## config.mk

```make
export PLATFORM = sky130hd
export DESIGN_NAME = tx_dsc_top
export DESIGN_NICKNAME = d
export VERILOG_FILES = /design/src/tx_dsc_pkg.sv /design/src/tx_apb_pkg.sv /design/src/sync_fifo.sv /design/src/tx_regs_apb.sv /design/src/tx_queue_table.sv /design/src/dsc_fetch_req_gen.sv /design/src/tx_dsc_top.sv
export SDC_FILE = /design/constraint.sdc
export NUM_CORES = 2
export LEC_CHECK = 0
export ABC_AREA = 1
export BUFFER_PORTS_ARGS = -buffer_cell sky130_fd_sc_hd__buf_2
export CAP_MARGIN = 20
export CORE_ASPECT_RATIO = 0.7
export CORE_MARGIN = 5
export CORE_UTILIZATION = 37
export DETAILED_ROUTE_END_ITERATION = 6
export PLACE_DENSITY = 0.5
export SLEW_MARGIN = 25
export SYNTH_ARGS = -nofsm -noshare
export SYNTH_HDL_FRONTEND = slang
export SYNTH_SLANG_ARGS = --single-unit
```

## constraint.sdc

```tcl
create_clock -name clk -period 10.5 [get_ports clk]
set_clock_uncertainty 0.2 [all_clocks]
set_input_delay 2.1 -clock clk [delete_from_list [all_inputs] [get_ports clk]]
set_output_delay 2.1 -clock clk [all_outputs]
set_load 0.01 [all_outputs]
```

## src/tx_dsc_pkg.sv

```systemverilog
`default_nettype none

// Queue, ring and host read request definitions for the TX descriptor engine.
package tx_dsc_pkg;

  // Queue table geometry.
  localparam int NB_QUEUES   = 16;
  localparam int QUEUE_ID_W  = 4;
  localparam int RING_PTR_W  = 11;
  // One bit wider than a pointer so a full 2048-entry ring can be expressed.
  localparam int RING_SIZE_W = 12;

  // Descriptor geometry.
  localparam int DSC_BYTES  = 64;
  localparam int DSC_DWORDS = 16;

  // Host read request fields.
  localparam int HOST_ADDR_W = 64;
  localparam int NB_DWORDS_W = 18;

  // FIFO sizing.
  localparam int JOB_FIFO_DEPTH  = 8;
  localparam int JOB_AFULL_LEVEL = 6;
  localparam int REQ_FIFO_DEPTH  = 8;
  localparam int REQ_AFULL_LEVEL = 5;

  // Job word, MSB first: queue id, head, tail, base address.
  localparam int JOB_W = QUEUE_ID_W + 2 * RING_PTR_W + HOST_ADDR_W;

  // Request word, MSB first: source address, dword count, queue id, tag head.
  localparam int REQ_W = HOST_ADDR_W + NB_DWORDS_W + QUEUE_ID_W + RING_PTR_W;

  // Request generator state.
  typedef enum logic {
    FETCH_IDLE,
    FETCH_WRAP
  } fetch_state_e;

endpackage

`default_nettype wire

```

## src/tx_apb_pkg.sv

```systemverilog
`default_nettype none

// APB register map of the TX descriptor engine.
package tx_apb_pkg;

  localparam int APB_ADDR_W = 12;
  localparam int APB_DATA_W = 32;

  // Per-queue register pages, one word per queue.
  localparam logic [APB_ADDR_W-1:0] TAIL_BASE    = 12'h000;
  localparam logic [APB_ADDR_W-1:0] BASE_LO_BASE = 12'h100;
  localparam logic [APB_ADDR_W-1:0] BASE_HI_BASE = 12'h200;

  // Global configuration and statistics.
  localparam logic [APB_ADDR_W-1:0] RING_SIZE_ADDR   = 12'h300;
  localparam logic [APB_ADDR_W-1:0] DSC_REQ_CNT_ADDR = 12'h304;
  localparam logic [APB_ADDR_W-1:0] EMPTY_CNT_ADDR   = 12'h308;
  localparam logic [APB_ADDR_W-1:0] IGNORED_CNT_ADDR = 12'h30C;

  // Decoded register class.
  typedef enum logic [2:0] {
    REG_TAIL,
    REG_BASE_LO,
    REG_BASE_HI,
    REG_RING_SIZE,
    REG_DSC_REQ_CNT,
    REG_EMPTY_CNT,
    REG_IGNORED_CNT,
    REG_NONE
  } reg_sel_e;

endpackage

`default_nettype wire

```

## src/sync_fifo.sv

```systemverilog
`timescale 1ns/1ps
`default_nettype none

module sync_fifo #(
  parameter int WIDTH       = 8,
  parameter int DEPTH       = 8,
  parameter int AFULL_LEVEL = 6
) (
  input  logic             clk,
  input  logic             rst,
  input  logic             in_valid,
  output logic             in_ready,
  input  logic [WIDTH-1:0] in_data,
  output logic             out_valid,
  input  logic             out_ready,
  output logic [WIDTH-1:0] out_data,
  output logic             almost_full
);

  logic [WIDTH-1:0]           mem [DEPTH];
  logic [$clog2(DEPTH)-1:0]   wr_ptr;
  logic [$clog2(DEPTH)-1:0]   rd_ptr;
  logic [$clog2(DEPTH+1)-1:0] count;
  logic                       push;
  logic                       pop;

  // Flags come from the registered count only.
  assign in_ready    = (count != DEPTH[$clog2(DEPTH+1)-1:0]);
  assign out_valid   = (count != '0);
  assign almost_full = (count >= AFULL_LEVEL[$clog2(DEPTH+1)-1:0]);
  assign out_data    = mem[rd_ptr];

  assign push = in_valid && in_ready;
  assign pop  = out_valid && out_ready;

  always_ff @(posedge clk) begin
    if (rst) begin
      wr_ptr <= '0;
      rd_ptr <= '0;
      count  <= '0;
    end else begin
      if (push) begin
        wr_ptr <= (wr_ptr == DEPTH[$clog2(DEPTH)-1:0] - 1'b1) ? '0 : wr_ptr + 1'b1;
      end
      if (pop) begin
        rd_ptr <= (rd_ptr == DEPTH[$clog2(DEPTH)-1:0] - 1'b1) ? '0 : rd_ptr + 1'b1;
      end
      if (push && !pop) begin
        count <= count + 1'b1;
      end else if (pop && !push) begin
        count <= count - 1'b1;
      end
    end
  end

  // Storage.
  always_ff @(posedge clk) begin
    if (push) begin
      mem[wr_ptr] <= in_data;
    end
  end

  // Upstream must respect in_ready, so a full FIFO never sees a push.
  a_no_push_when_full: assert property (@(posedge clk) disable iff (rst)
    in_valid |-> in_ready);

endmodule

`default_nettype wire

```

## src/tx_regs_apb.sv

```systemverilog
`timescale 1ns/1ps
`default_nettype none

module tx_regs_apb
  import tx_apb_pkg::*, tx_dsc_pkg::*;
(
  input  logic                   clk,
  input  logic                   rst,

  // APB slave.
  input  logic                   psel,
  input  logic                   penable,
  input  logic                   pwrite,
  input  logic [APB_ADDR_W-1:0]  paddr,
  input  logic [APB_DATA_W-1:0]  pwdata,
  output logic [APB_DATA_W-1:0]  prdata,

  // Queue table writes.
  output logic                   tail_wr,
  output logic                   base_lo_wr,
  output logic                   base_hi_wr,
  output logic [QUEUE_ID_W-1:0]  wr_queue,
  output logic [APB_DATA_W-1:0]  wr_data,

  // Queue table reads.
  output logic [QUEUE_ID_W-1:0]  rd_queue,
  input  logic [RING_PTR_W-1:0]  rd_tail,
  input  logic [31:0]            rd_base_lo,
  input  logic [31:0]            rd_base_hi,

  // Configuration and statistics.
  output logic [RING_SIZE_W-1:0] ring_size,
  input  logic [31:0]            dsc_req_cnt,
  input  logic [31:0]            empty_cnt,
  input  logic [31:0]            ignored_cnt
);

  reg_sel_e                sel;
  logic [APB_ADDR_W-1:0]   word_addr;
  logic [APB_ADDR_W-1:0]   page_addr;
  logic [QUEUE_ID_W-1:0]   queue_idx;
  logic                    wr_en;

  //////////////////////////////////////////////////////////////////////
  // Address decode
  //////////////////////////////////////////////////////////////////////

  // Byte lanes are ignored, every register is a full word.
  assign word_addr = {paddr[APB_ADDR_W-1:2], 2'b00};
  assign page_addr = {paddr[APB_ADDR_W-1:QUEUE_ID_W+2], {(QUEUE_ID_W+2){1'b0}}};
  assign queue_idx = paddr[QUEUE_ID_W+1:2];

  always_comb begin
    if (page_addr == TAIL_BASE) begin
      sel = REG_TAIL;
    end else if (page_addr == BASE_LO_BASE) begin
      sel = REG_BASE_LO;
    end else if (page_addr == BASE_HI_BASE) begin
      sel = REG_BASE_HI;
    end else if (word_addr == RING_SIZE_ADDR) begin
      sel = REG_RING_SIZE;
    end else if (word_addr == DSC_REQ_CNT_ADDR) begin
      sel = REG_DSC_REQ_CNT;
    end else if (word_addr == EMPTY_CNT_ADDR) begin
      sel = REG_EMPTY_CNT;
    end else if (word_addr == IGNORED_CNT_ADDR) begin
      sel = REG_IGNORED_CNT;
    end else begin
      sel = REG_NONE;
    end
  end

  //////////////////////////////////////////////////////////////////////
  // Writes
  //////////////////////////////////////////////////////////////////////

  // A transfer completes in the access phase, one strobe per transfer.
  assign wr_en      = psel && penable && pwrite;
  assign tail_wr    = wr_en && (sel == REG_TAIL);
  assign base_lo_wr = wr_en && (sel == REG_BASE_LO);
  assign base_hi_wr = wr_en && (sel == REG_BASE_HI);
  assign wr_queue   = queue_idx;
  assign wr_data    = pwdata;

  always_ff @(posedge clk) begin
    if (rst) begin
      ring_size <= '0;
    end else if (wr_en && (sel == REG_RING_SIZE)) begin
      ring_size <= pwdata[RING_SIZE_W-1:0];
    end
  end

  //////////////////////////////////////////////////////////////////////
  // Reads
  //////////////////////////////////////////////////////////////////////

  assign rd_queue = queue_idx;

  always_comb begin
    case (sel)
      REG_TAIL:        prdata = APB_DATA_W'(rd_tail);
      REG_BASE_LO:     prdata = rd_base_lo;
      REG_BASE_HI:     prdata = rd_base_hi;
      REG_RING_SIZE:   prdata = APB_DATA_W'(ring_size);
      REG_DSC_REQ_CNT: prdata = dsc_req_cnt;
      REG_EMPTY_CNT:   prdata = empty_cnt;
      REG_IGNORED_CNT: prdata = ignored_cnt;
      default:         prdata = '0;
    endcase
  end

  a_penable_needs_psel: assert property (@(posedge clk) disable iff (rst)
    penable |-> psel);

endmodule

`default_nettype wire

```

## src/tx_queue_table.sv

```systemverilog
`timescale 1ns/1ps
`default_nettype none

module tx_queue_table
  import tx_dsc_pkg::*, tx_apb_pkg::*;
(
  input  logic                  clk,
  input  logic                  rst,

  // Register writes.
  input  logic                  tail_wr,
  input  logic                  base_lo_wr,
  input  logic                  base_hi_wr,
  input  logic [QUEUE_ID_W-1:0] wr_queue,
  input  logic [APB_DATA_W-1:0] wr_data,

  // Register reads.
  input  logic [QUEUE_ID_W-1:0] rd_queue,
  output logic [RING_PTR_W-1:0] rd_tail,
  output logic [31:0]           rd_base_lo,
  output logic [31:0]           rd_base_hi,

  // Downstream fill levels.
  input  logic                  job_afull,
  input  logic                  req_afull,

  // Fetch jobs.
  output logic                  job_valid,
  output logic [JOB_W-1:0]      job_data,

  // Doorbell statistics.
  output logic [31:0]           empty_cnt,
  output logic [31:0]           ignored_cnt
);

  logic [RING_PTR_W-1:0] tails   [NB_QUEUES];
  logic [31:0]           base_lo [NB_QUEUES];
  logic [31:0]           base_hi [NB_QUEUES];
  logic [RING_PTR_W-1:0] new_tail;
  logic [RING_PTR_W-1:0] old_tail;
  logic                  accept;

  assign new_tail = wr_data[RING_PTR_W-1:0];
  assign old_tail = tails[wr_queue];

  // No room for a worst-case wrap downstream means the doorbell is dropped.
  assign accept = !job_afull && !req_afull;

  assign rd_tail    = tails[rd_queue];
  assign rd_base_lo = base_lo[rd_queue];
  assign rd_base_hi = base_hi[rd_queue];

  always_ff @(posedge clk) begin
    if (rst) begin
      for (int i = 0; i < NB_QUEUES; i++) begin
        tails[i]   <= '0;
        base_lo[i] <= '0;
        base_hi[i] <= '0;
      end
      job_valid   <= 1'b0;
      empty_cnt   <= '0;
      ignored_cnt <= '0;
    end else begin
      job_valid <= 1'b0;
      if (tail_wr) begin
        if (!accept) begin
          ignored_cnt <= ignored_cnt + 1'b1;
        end else if (new_tail == old_tail) begin
          // Nothing new to fetch.
          empty_cnt <= empty_cnt + 1'b1;
        end else begin
          tails[wr_queue] <= new_tail;
          job_valid       <= 1'b1;
        end
      end
      if (base_lo_wr) begin
        base_lo[wr_queue] <= wr_data;
      end
      if (base_hi_wr) begin
        base_hi[wr_queue] <= wr_data;
      end
    end
  end

  // The previous tail becomes the head of this fetch.
  always_ff @(posedge clk) begin
    if (tail_wr) begin
      job_data <= {wr_queue, old_tail, new_tail, base_hi[wr_queue], base_lo[wr_queue]};
    end
  end

  a_no_job_after_reject: assert property (@(posedge clk) disable iff (rst)
    tail_wr && !accept |=> !job_valid);

endmodule

`default_nettype wire

```

## src/dsc_fetch_req_gen.sv

```systemverilog
`timescale 1ns/1ps
`default_nettype none

module dsc_fetch_req_gen
  import tx_dsc_pkg::*;
(
  input  logic                   clk,
  input  logic                   rst,
  input  logic [RING_SIZE_W-1:0] ring_size,

  // Fetch jobs.
  input  logic                   job_valid,
  output logic                   job_ready,
  input  logic [JOB_W-1:0]       job_data,

  // Host read requests.
  output logic                   req_push,
  input  logic                   req_push_ready,
  output logic [REQ_W-1:0]       req_data,

  output logic [31:0]            dsc_req_cnt
);

  fetch_state_e           state;
  logic                   req_pend;
  logic                   advance;
  logic                   take_job;
  logic                   wraps;

  logic [QUEUE_ID_W-1:0]  job_queue;
  logic [RING_PTR_W-1:0]  job_head;
  logic [RING_PTR_W-1:0]  job_tail;
  logic [HOST_ADDR_W-1:0] job_base;

  logic [RING_SIZE_W-1:0] first_dsc;
  logic [HOST_ADDR_W-1:0] first_addr;

  // Second half of a wrapping fetch.
  logic [QUEUE_ID_W-1:0]  wrap_queue;
  logic [RING_PTR_W-1:0]  wrap_tail;
  logic [HOST_ADDR_W-1:0] wrap_base;

  assign {job_queue, job_head, job_tail, job_base} = job_data;

  //////////////////////////////////////////////////////////////////////
  // First request of a job
  //////////////////////////////////////////////////////////////////////

  always_comb begin
    if (job_tail > job_head) begin
      first_dsc = RING_SIZE_W'(job_tail) - RING_SIZE_W'(job_head);
    end else begin
      // Read up to the end of the ring.
      first_dsc = ring_size - RING_SIZE_W'(job_head);
    end
  end

  assign wraps      = (job_tail <= job_head) && (job_tail != '0);
  assign first_addr = job_base + HOST_ADDR_W'(job_head) * HOST_ADDR_W'(DSC_BYTES);

  //////////////////////////////////////////////////////////////////////
  // Output register
  //////////////////////////////////////////////////////////////////////

  // The output stage moves when empty or when its request is taken.
  assign advance   = !req_pend || req_push_ready;
  assign req_push  = req_pend && req_push_ready;
  assign job_ready = advance && (state == FETCH_IDLE);
  assign take_job  = job_valid && job_ready;

  always_ff @(posedge clk) begin
    if (rst) begin
      state       <= FETCH_IDLE;
      req_pend    <= 1'b0;
      dsc_req_cnt <= '0;
    end else if (advance) begin
      req_pend <= 1'b0;
      if (state == FETCH_WRAP) begin
        req_pend    <= 1'b1;
        state       <= FETCH_IDLE;
        dsc_req_cnt <= dsc_req_cnt + 32'(wrap_tail);
      end else if (take_job) begin
        req_pend    <= 1'b1;
        dsc_req_cnt <= dsc_req_cnt + 32'(first_dsc);
        if (wraps) begin
          state <= FETCH_WRAP;
        end
      end
    end
  end

  always_ff @(posedge clk) begin
    if (advance) begin
      if (state == FETCH_WRAP) begin
        // Restart at the ring base with tag head zero.
        req_data <= {wrap_base,
                     NB_DWORDS_W'(wrap_tail) * NB_DWORDS_W'(DSC_DWORDS),
                     wrap_queue,
                     {RING_PTR_W{1'b0}}};
      end else if (take_job) begin
        req_data   <= {first_addr,
                       NB_DWORDS_W'(first_dsc) * NB_DWORDS_W'(DSC_DWORDS),
                       job_queue,
                       job_head};
        wrap_queue <= job_queue;
        wrap_tail  <= job_tail;
        wrap_base  <= job_base;
      end
    end
  end

  // A job that waits while the second half of a wrap goes out stays at the FIFO head.
  a_no_job_in_wrap: assert property (@(posedge clk) disable iff (rst)
    state == FETCH_WRAP && job_valid |=> job_valid && $stable(job_data));

endmodule

`default_nettype wire

```

## src/tx_dsc_top.sv

```systemverilog
`timescale 1ns/1ps
`default_nettype none

module tx_dsc_top
  import tx_dsc_pkg::*, tx_apb_pkg::*;
(
  input  logic                   clk,
  input  logic                   rst,

  // APB slave.
  input  logic                   psel,
  input  logic                   penable,
  input  logic                   pwrite,
  input  logic [APB_ADDR_W-1:0]  paddr,
  input  logic [APB_DATA_W-1:0]  pwdata,
  output logic [APB_DATA_W-1:0]  prdata,

  // Host read requests.
  output logic                   req_valid,
  input  logic                   req_ready,
  output logic [HOST_ADDR_W-1:0] req_src_addr,
  output logic [NB_DWORDS_W-1:0] req_nb_dwords,
  output logic [QUEUE_ID_W-1:0]  req_queue_id,
  output logic [RING_PTR_W-1:0]  req_head
);

  logic                   tail_wr;
  logic                   base_lo_wr;
  logic                   base_hi_wr;
  logic [QUEUE_ID_W-1:0]  wr_queue;
  logic [APB_DATA_W-1:0]  wr_data;
  logic [QUEUE_ID_W-1:0]  rd_queue;
  logic [RING_PTR_W-1:0]  rd_tail;
  logic [31:0]            rd_base_lo;
  logic [31:0]            rd_base_hi;
  logic [RING_SIZE_W-1:0] ring_size;
  logic [31:0]            dsc_req_cnt;
  logic [31:0]            empty_cnt;
  logic [31:0]            ignored_cnt;

  logic                   job_afull;
  logic                   req_afull;
  logic                   tbl_job_valid;
  logic [JOB_W-1:0]       tbl_job_data;
  logic                   gen_job_valid;
  logic                   gen_job_ready;
  logic [JOB_W-1:0]       gen_job_data;
  logic                   req_push;
  logic                   req_push_ready;
  logic [REQ_W-1:0]       req_data;

  tx_regs_apb regs_i (
    .clk (clk), .rst (rst),
    .psel (psel), .penable (penable), .pwrite (pwrite),
    .paddr (paddr), .pwdata (pwdata), .prdata (prdata),
    .tail_wr (tail_wr), .base_lo_wr (base_lo_wr), .base_hi_wr (base_hi_wr),
    .wr_queue (wr_queue), .wr_data (wr_data),
    .rd_queue (rd_queue), .rd_tail (rd_tail),
    .rd_base_lo (rd_base_lo), .rd_base_hi (rd_base_hi),
    .ring_size (ring_size), .dsc_req_cnt (dsc_req_cnt),
    .empty_cnt (empty_cnt), .ignored_cnt (ignored_cnt)
  );

  tx_queue_table table_i (
    .clk (clk), .rst (rst),
    .tail_wr (tail_wr), .base_lo_wr (base_lo_wr), .base_hi_wr (base_hi_wr),
    .wr_queue (wr_queue), .wr_data (wr_data),
    .rd_queue (rd_queue), .rd_tail (rd_tail),
    .rd_base_lo (rd_base_lo), .rd_base_hi (rd_base_hi),
    .job_afull (job_afull), .req_afull (req_afull),
    .job_valid (tbl_job_valid), .job_data (tbl_job_data),
    .empty_cnt (empty_cnt), .ignored_cnt (ignored_cnt)
  );

  // Table pushes are pre-qualified by almost-full, so in_ready is not needed.
  sync_fifo #(
    .WIDTH (JOB_W), .DEPTH (JOB_FIFO_DEPTH), .AFULL_LEVEL (JOB_AFULL_LEVEL)
  ) job_fifo_i (
    .clk (clk), .rst (rst),
    .in_valid (tbl_job_valid), .in_ready (), .in_data (tbl_job_data),
    .out_valid (gen_job_valid), .out_ready (gen_job_ready), .out_data (gen_job_data),
    .almost_full (job_afull)
  );

  dsc_fetch_req_gen req_gen_i (
    .clk (clk), .rst (rst), .ring_size (ring_size),
    .job_valid (gen_job_valid), .job_ready (gen_job_ready), .job_data (gen_job_data),
    .req_push (req_push), .req_push_ready (req_push_ready), .req_data (req_data),
    .dsc_req_cnt (dsc_req_cnt)
  );

  sync_fifo #(
    .WIDTH (REQ_W), .DEPTH (REQ_FIFO_DEPTH), .AFULL_LEVEL (REQ_AFULL_LEVEL)
  ) req_fifo_i (
    .clk (clk), .rst (rst),
    .in_valid (req_push), .in_ready (req_push_ready), .in_data (req_data),
    .out_valid (req_valid), .out_ready (req_ready),
    .out_data ({req_src_addr, req_nb_dwords, req_queue_id, req_head}),
    .almost_full (req_afull)
  );

endmodule

`default_nettype wire

```

# After elaboration in Yosys (flattened, before gate mapping)
# Memories as Yosys holds them, arrays and structs flattened. A register that Yosys moved wholly into a read port is not among the register bits.
# Index checks and enable logic that the tools add are counted.
[word_totals]
latch_bits = 0
word_cells = 161
inputBits = 50
regBits = 391
output_inout_bits = 130
mem_bits_rw = 2648
romBits = 0
memories = 5
[op_classes]
n_addsub = 15
div_mod_pow = 0
eq_ne = 19
multipliers = 0
magnitude_cmp = 4
n_reduce_logical = 41
mux = 56
n_bitwise = 2
n_shift = 0
[memory_table]
columns = ["name", "depth", "width", "read_ports", "rd_clocked_by_memory_dff", "wr", "line", "source"]
rows = [
  ["req_fifo_i.mem", 8, 91, 1, 1, 1, "sync_fifo.sv:20", "logic [WIDTH-1:0] mem [DEPTH];"],
  ["job_fifo_i.mem", 8, 90, 1, 1, 1, "sync_fifo.sv:20", ""],
  ["table_i.base_hi", 16, 32, 1, 0, 16, "tx_queue_table.sv:38", "logic [31:0] base_hi [NB_QUEUES];"],
  ["table_i.base_lo", 16, 32, 1, 0, 16, "tx_queue_table.sv:37", "logic [31:0] base_lo [NB_QUEUES];"],
  ["table_i.tails", 16, 11, 1, 0, 16, "tx_queue_table.sv:36", "logic [RING_PTR_W-1:0] tails [NB_QUEUES];"],
]
[ops]
columns = ["operator", "count"]
rows = [
  ["32-bit case mux with 7 select lines", 1],
  ["97-bit two-way mux", 2],
  ["32-bit two-way mux", 4],
  ["32-bit by 1-bit adder with 32-bit output (second input constant)", 2],
  ["64-bit by 17-bit adder with 64-bit output", 1],
  ["32-bit OR reduction", 2],
  ["3-bit two-way mux", 14],
  ["10-bit by 8-bit == test with 1-bit output (second input constant)", 4],
  ["32-bit by 11-bit adder with 32-bit output", 1],
  ["32-bit by 12-bit adder with 32-bit output", 1],
  ["4-bit two-way mux", 7],
  ["1-bit two-way mux", 26],
  ["3-bit == test (second input constant)", 7],
  ["1-bit logical AND", 18],
  ["3-bit by 1-bit adder with 3-bit output (second input constant)", 4],
  ["12-bit logical NOT", 1],
  ["12-bit two-way mux", 1],
  ["11-bit by 11-bit subtractor with 12-bit output", 1],
  ["12-bit by 11-bit subtractor with 12-bit output", 1],
  ["11-bit == test", 1],
  ["11-bit greater-than comparator", 1],
  ["11-bit <= comparator", 1],
  ["11-bit two-way mux", 1],
  ["11-bit nonzero test", 1],
  ["17 further kinds", 34],
]

# Logic depth before layout (Yosys ltp)
[depth]
depth_word = 15
mapped_depth = 43

# By module
# From an unflattened synthesis, not the netlist that was laid out.
[hier_totals]
hier_cells = 14184
hier_area_um2 = 143341.2
[modules_own_cells]
columns = ["mod", "area_per_inst_um2", "seq_area_each_um2", "instances", "cells_each"]
rows = [
  ["tx_queue_table", 66924.2, 40038.4, 1, 6852],
  ["sync_fifo (req_fifo_i)", 31584.0, 23562.6, 1, 2675],
  ["sync_fifo (job_fifo_i)", 29316.9, 21881.0, 1, 2488],
  ["dsc_fetch_req_gen", 12674.7, 5785.5, 1, 1668],
  ["tx_regs_apb", 2841.5, 240.2, 1, 501],
]

# Worst setup path after synthesis
# Ideal clock, no wire load.
[synth_timing]
kind = "reg2reg"
from = "register req_fifo_i.count[0]"
to = "register job_fifo_i.count[3]"
slack_ns = 1.790
path_buffers = 0
setup_ns = 0.119
arrival_ns = 8.391
path_stages_with_launch = 16
path_cell_list = "dfxtp_1 nor2_1 nand3_1 nor2_1 nor3_1 inv_1 ha_1 inv_1 ha_1 and3_1 a211oi_1 nor2_1 nor2_1 nand2_1 o21ai_0 a21oi_1"
[synth_via]
elab_chain_len = 7
elab_cells_between_ends = 9
cone_classes = "eq/ne (1); mux (1); reduce/logical (7)"
[synth_lines]
columns = ["item", "line", "source"]
rows = [
  ["from (decl)", "sync_fifo.sv:23", "logic [$clog2(DEPTH+1)-1:0] count;"],
  ["from (signal assigned)", "sync_fifo.sv:49", "count <= count + 1'b1;"],
  ["from (signal assigned)", "sync_fifo.sv:51", "count <= count - 1'b1;"],
  ["4-bit != test *", "sync_fifo.sv:28", "assign in_ready = (count != DEPTH[$clog2(DEPTH+1)-1:0]);"],
  ["1-bit logical OR *", "dsc_fetch_req_gen.sv:66", "assign advance = !req_pend || req_push_ready;"],
  ["1-bit logical AND *", "dsc_fetch_req_gen.sv:68", "assign job_ready = advance && (state == FETCH_IDLE);"],
  ["1-bit logical AND *", "sync_fifo.sv:34", "assign pop = out_valid && out_ready;"],
  ["1-bit logical NOT", "sync_fifo.sv:48", "if (push && !pop) begin"],
  ["1-bit logical AND", "sync_fifo.sv:48", ""],
  ["4-bit two-way mux or 2-bit nonzero test (tied branches)", "--", ""],
  ["to (signal assigned)", "sync_fifo.sv:49", ""],
  ["to (signal assigned)", "sync_fifo.sv:51", ""],
  ["to (decl)", "sync_fifo.sv:23", ""],
]
# Mark *: on every way between the ends. The rest lies on a longest branch, timed or not.
# A chain may end at the register's enable or synchronous reset.

# Final worst setup path
[layout_timing]
from = "input paddr[11]"
to = "output prdata[28]"
[layout_via]
elab_chain_len = 10
elab_cells_between_ends = 22
cone_classes = "eq/ne (12); mux (8); reduce/logical (2)"
[layout_lines]
columns = ["item", "line", "source"]
rows = [
  ["from (decl)", "tx_dsc_top.sv:14", "input logic [APB_ADDR_W-1:0] paddr,"],
  ["10-bit by 8-bit == test with 1-bit output", "tx_regs_apb.sv:66", "end else if (word_addr == IGNORED_CNT_ADDR) begin"],
  ["1-bit two-way mux", "tx_regs_apb.sv:66", ""],
  ["3-bit two-way mux", "tx_regs_apb.sv:64", "end else if (word_addr == EMPTY_CNT_ADDR) begin"],
  ["3-bit two-way mux", "tx_regs_apb.sv:62", "end else if (word_addr == DSC_REQ_CNT_ADDR) begin"],
  ["3-bit two-way mux", "tx_regs_apb.sv:60", "end else if (word_addr == RING_SIZE_ADDR) begin"],
  ["3-bit two-way mux", "tx_regs_apb.sv:58", "end else if (page_addr == BASE_HI_BASE) begin"],
  ["3-bit two-way mux", "tx_regs_apb.sv:56", "end else if (page_addr == BASE_LO_BASE) begin"],
  ["3-bit two-way mux *", "tx_regs_apb.sv:54", "if (page_addr == TAIL_BASE) begin"],
  ["3-bit == test, or another cell as far along", "tx_regs_apb.sv:100", "case (sel)"],
  ["32-bit case mux with 7 select lines *", "tx_regs_apb.sv:100", ""],
  ["to (decl)", "tx_dsc_top.sv:16", "output logic [APB_DATA_W-1:0] prdata,"],
]
# Marked as above.

==> out/results.txt <==
status: complete, no violations
worst slew pin tran: 1.12 ns
CP startpoint: paddr[11]
postcts setup bufs: 0
final hold violation count: 0
Clk Latency, worst-skew pair: 0.91 ns
crit path capture: prdata[28]
Root Buffer: clkbuf_16
DR iter-0 viols: 10,300
drt wl/cell: 25.8 um
Rows: 180
max cap viols: 0
Starting Density: 37.1%
Setup CP Type: input port to output port
# IOs: 180
die area: 355,000 um2
share of layout cells above drive strength 1: 8.05%
Routability Congestion: 0.913
FF-to-FF setup slack: 2.22 ns
Post-DRT Antenna Nets: 0
Setup WS pre-CTS: 1.57 ns
sequential cell area: 90,100 um2
Yosys Warn Count: 0
CTS tree: built
number of global-route vias before repair: 82,800
clk sinks: 3,045
CTS H-tree depth: 5
final setup vio count: 0
Final min period: 9.15 ns
nature of the critical path startpoint: input port
routed via count: 87,300
Syn-to-layout area delta: 12.0%
DRC viols: 0
Die Width: 710 um
Filler cells: 32,000
# port buffers: 171
most frequent cells in the layout: edfxtp_1, nor2_1, nand2_1
Final period util: 87.1%
WP data arrival: 6.85 ns
CTS Hold Bufs: 0
Max VDD drop: 0.000184 V
HP Class: flip-flop to flip-flop
Max-slew headroom: 24.7%
global-route wire length before repair: 587 mm
most common cell after layout, fill and taps aside: edfxtp_1
RSZ-0062 raised after global routing: no
GRT Residual Overflow: 0
post-CTS sizing: 0
Area after DPL: 132,000 um2
CTS Buf Count: 319
Lkg Pwr: 50.4 nW
final WL: 409 mm
synthesized cell area: 127,000 um2
Crit. End Element: output port
Worst Path Max Fanout: 27
Total GRT Usage: 22.4%
Mapped Avg Cell Area: 11.4 um2
initial antenna violation count: 40
reg2reg end: req_gen_i.dsc_req_cnt[23]$_SDFFE_PP0P_
dpl hpwl: 252 mm
worst-case reg-to-reg path depth: 34
NumNets Final: 11,200
largest net degree at the start of global routing: 196
drt first pass iters: 6
Power Dens Cells: 260 nW/um2
Core Box Area: 343,000 um2
sequential share of the synthesized area: 70.9%
vias per inst: 5.50
number of synthesized flops with an enable pin: 2,908
Finished Core Util: 41.5%
Cell variety after synth: 52
Final Worst Setup Slack: 1.35 ns
die height: 500 um
Reg clk slew, reported paths: 0.06 ns
Worst Path Required: 8.20 ns
worst-case clock buffer depth: 4
Multi-input gate area: 32,600 um2
Post-synth top flop: edfxtp_1
fin area: 142,000 um2
Cells after Synth: 11,100
ys async rst share: 0%
Slew Limit Fails: 0
FMAX: 109 MHz
setup TNS: 0 ns
#FFs+latches synth: 3,045
-- metal layers --
| layer | global-route usage [%] | wire length (um) | vias up |
|---|---|---|---|
| li1 | - | - | 39100 |
| met1 | 34.6 | 189000 | 43900 |
| met2 | 32.6 | 174000 | 3767 |
| met3 | 3.90 | 35700 | 500 |
| met4 | 5.72 | 10800 | 4 |
| met5 | 0 | 28 | - |
-- critical path, cell delays in order --
cell and delay, ns:
buf_2 0.10, nor2_1 0.56, inv_1 0.29, nor3_1 0.20, nand3_1 0.12, nor2_1 0.71
inv_1 0.14, nand2_1 0.20, inv_1 0.09, nand3_1 0.40, inv_2 0.38, a22oi_1 0.75
nand3_1 0.48, buf_2 0.29
-- worst min path at each step --
stage / start / cells past startpoint / slack (ns) / to
after floorplan: req_gen_i.dsc_req_cnt[19]$_SDFFE_PP0P_ / 1 / 0.22 / req_gen_i.dsc_req_cnt[19]$_SDFFE_PP0P_
after global placement: req_gen_i.dsc_req_cnt[19]$_SDFFE_PP0P_ / 1 / 0.24 / req_gen_i.dsc_req_cnt[19]$_SDFFE_PP0P_
after detailed placement: req_gen_i.dsc_req_cnt[19]$_SDFFE_PP0P_ / 1 / 0.25 / req_gen_i.dsc_req_cnt[19]$_SDFFE_PP0P_
after CTS: req_gen_i.dsc_req_cnt[19]$_SDFFE_PP0P_ / 1 / 0.26 / req_gen_i.dsc_req_cnt[19]$_SDFFE_PP0P_
after global routing: req_gen_i.dsc_req_cnt[19]$_SDFFE_PP0P_ / 1 / 0.29 / req_gen_i.dsc_req_cnt[19]$_SDFFE_PP0P_
final: req_gen_i.dsc_req_cnt[19]$_SDFFE_PP0P_ / 1 / 0.27 / req_gen_i.dsc_req_cnt[19]$_SDFFE_PP0P_
-- registers in the layout (all words and copies together), names as in the netlist, named ones only --
name and count:
job_fifo_i.count 4, job_fifo_i.mem 720, job_fifo_i.rd_ptr 3, job_fifo_i.wr_ptr 3, regs_i.ring_size 12, req_fifo_i.count 4, req_fifo_i.mem 728, req_fifo_i.rd_ptr 3
req_fifo_i.wr_ptr 3, req_gen_i.dsc_req_cnt 32, req_gen_i.req_data 91, req_gen_i.req_pend 1, req_gen_i.state 1, req_gen_i.wrap_base 64, req_gen_i.wrap_queue 4, req_gen_i.wrap_tail 11
table_i.base_hi 512, table_i.base_lo 512, table_i.empty_cnt 32, table_i.ignored_cnt 32, table_i.job_data 90, table_i.job_valid 1, table_i.tails 176
-- per-stage QoR --
| step | hold slack [ns] | total power [mW] | cells |
|---|---|---|---|
| 2_1_floorplan | 0.222 | 22.0 | 11100 |
| 3_3_place_gp | 0.238 | 26.2 | 15300 |
| 6_report | 0.273 | 37.1 | 15900 |
| 5_1_grt | 0.287 | 38.9 | 15900 |
| 3_5_place_dp | 0.246 | 26.4 | 15300 |
| 4_1_cts | 0.260 | 37.3 | 15900 |
-- cells by family after synthesis --
family | count (synthesis) | synth area share [%]
simple gates | 4739 | 14.6
flops | 3045 | 70.9
compound gates | 2059 | 9.72
buf+inv | 1146 | 3.64
fa+ha+maj | 67 | 0.695
xor+xnor | 60 | 0.414
other cells | 1 | 0.00295
-- cell usage after synthesis (6+ instances only) --
master        n  area [um2]
o2111ai_1     7        61.3
a31oi_1     124         776
clkbuf_1    565        2120
nor2_2        7        43.8
xor2_1       43         377
nor4_1       10        62.6
buf_1        45         169
inv_2        11        41.3
o21ai_0     923        4620
a22oi_1     574        4310
a21oi_1     145         726
a211oi_1      7        52.6
nor3_1       50         250
inv_1       370        1390
buf_4        34         255
edfxtp_1   2908       87300
fa_1          6         120
buf_2       109         546
o21a_1        7        52.6
xnor2_1      17         149
nand4_1     158         988
nand2_1    1652        6200
o22ai_1     189        1180
nand3_1     122         611
o211ai_1     27         203
nor2_1     2692       10100
buf_6         7        78.8
dfxtp_1     137        2740
ha_1         61         763
o21ai_1      33         165
and3_1        6        37.5
or2_2        18         113
-- power by group --
group,internal (mW),total [mW],switching [mW]
logic,2.64,10.4,7.72
clock network,6.19,10.9,4.70
registers,15.1,15.8,0.699
total,24.0,37.1,13.1
-- final cells by class --
| cell class | instances | area share, % |
|---|---|---|
| Sequential cell | 3045 | 63.3 |
| Multi-Input combinational cell | 6931 | 22.9 |
| Clock buffer | 401 | 5.93 |
| Tap cell | 4550 | 4.00 |
| Timing Repair Buffer | 372 | 1.83 |
| Inverter | 386 | 1.05 |
| Clock inverter | 166 | 0.966 |
| Antenna cell | 12 | 0.0211 |
(Power assumes the default switching activity.)
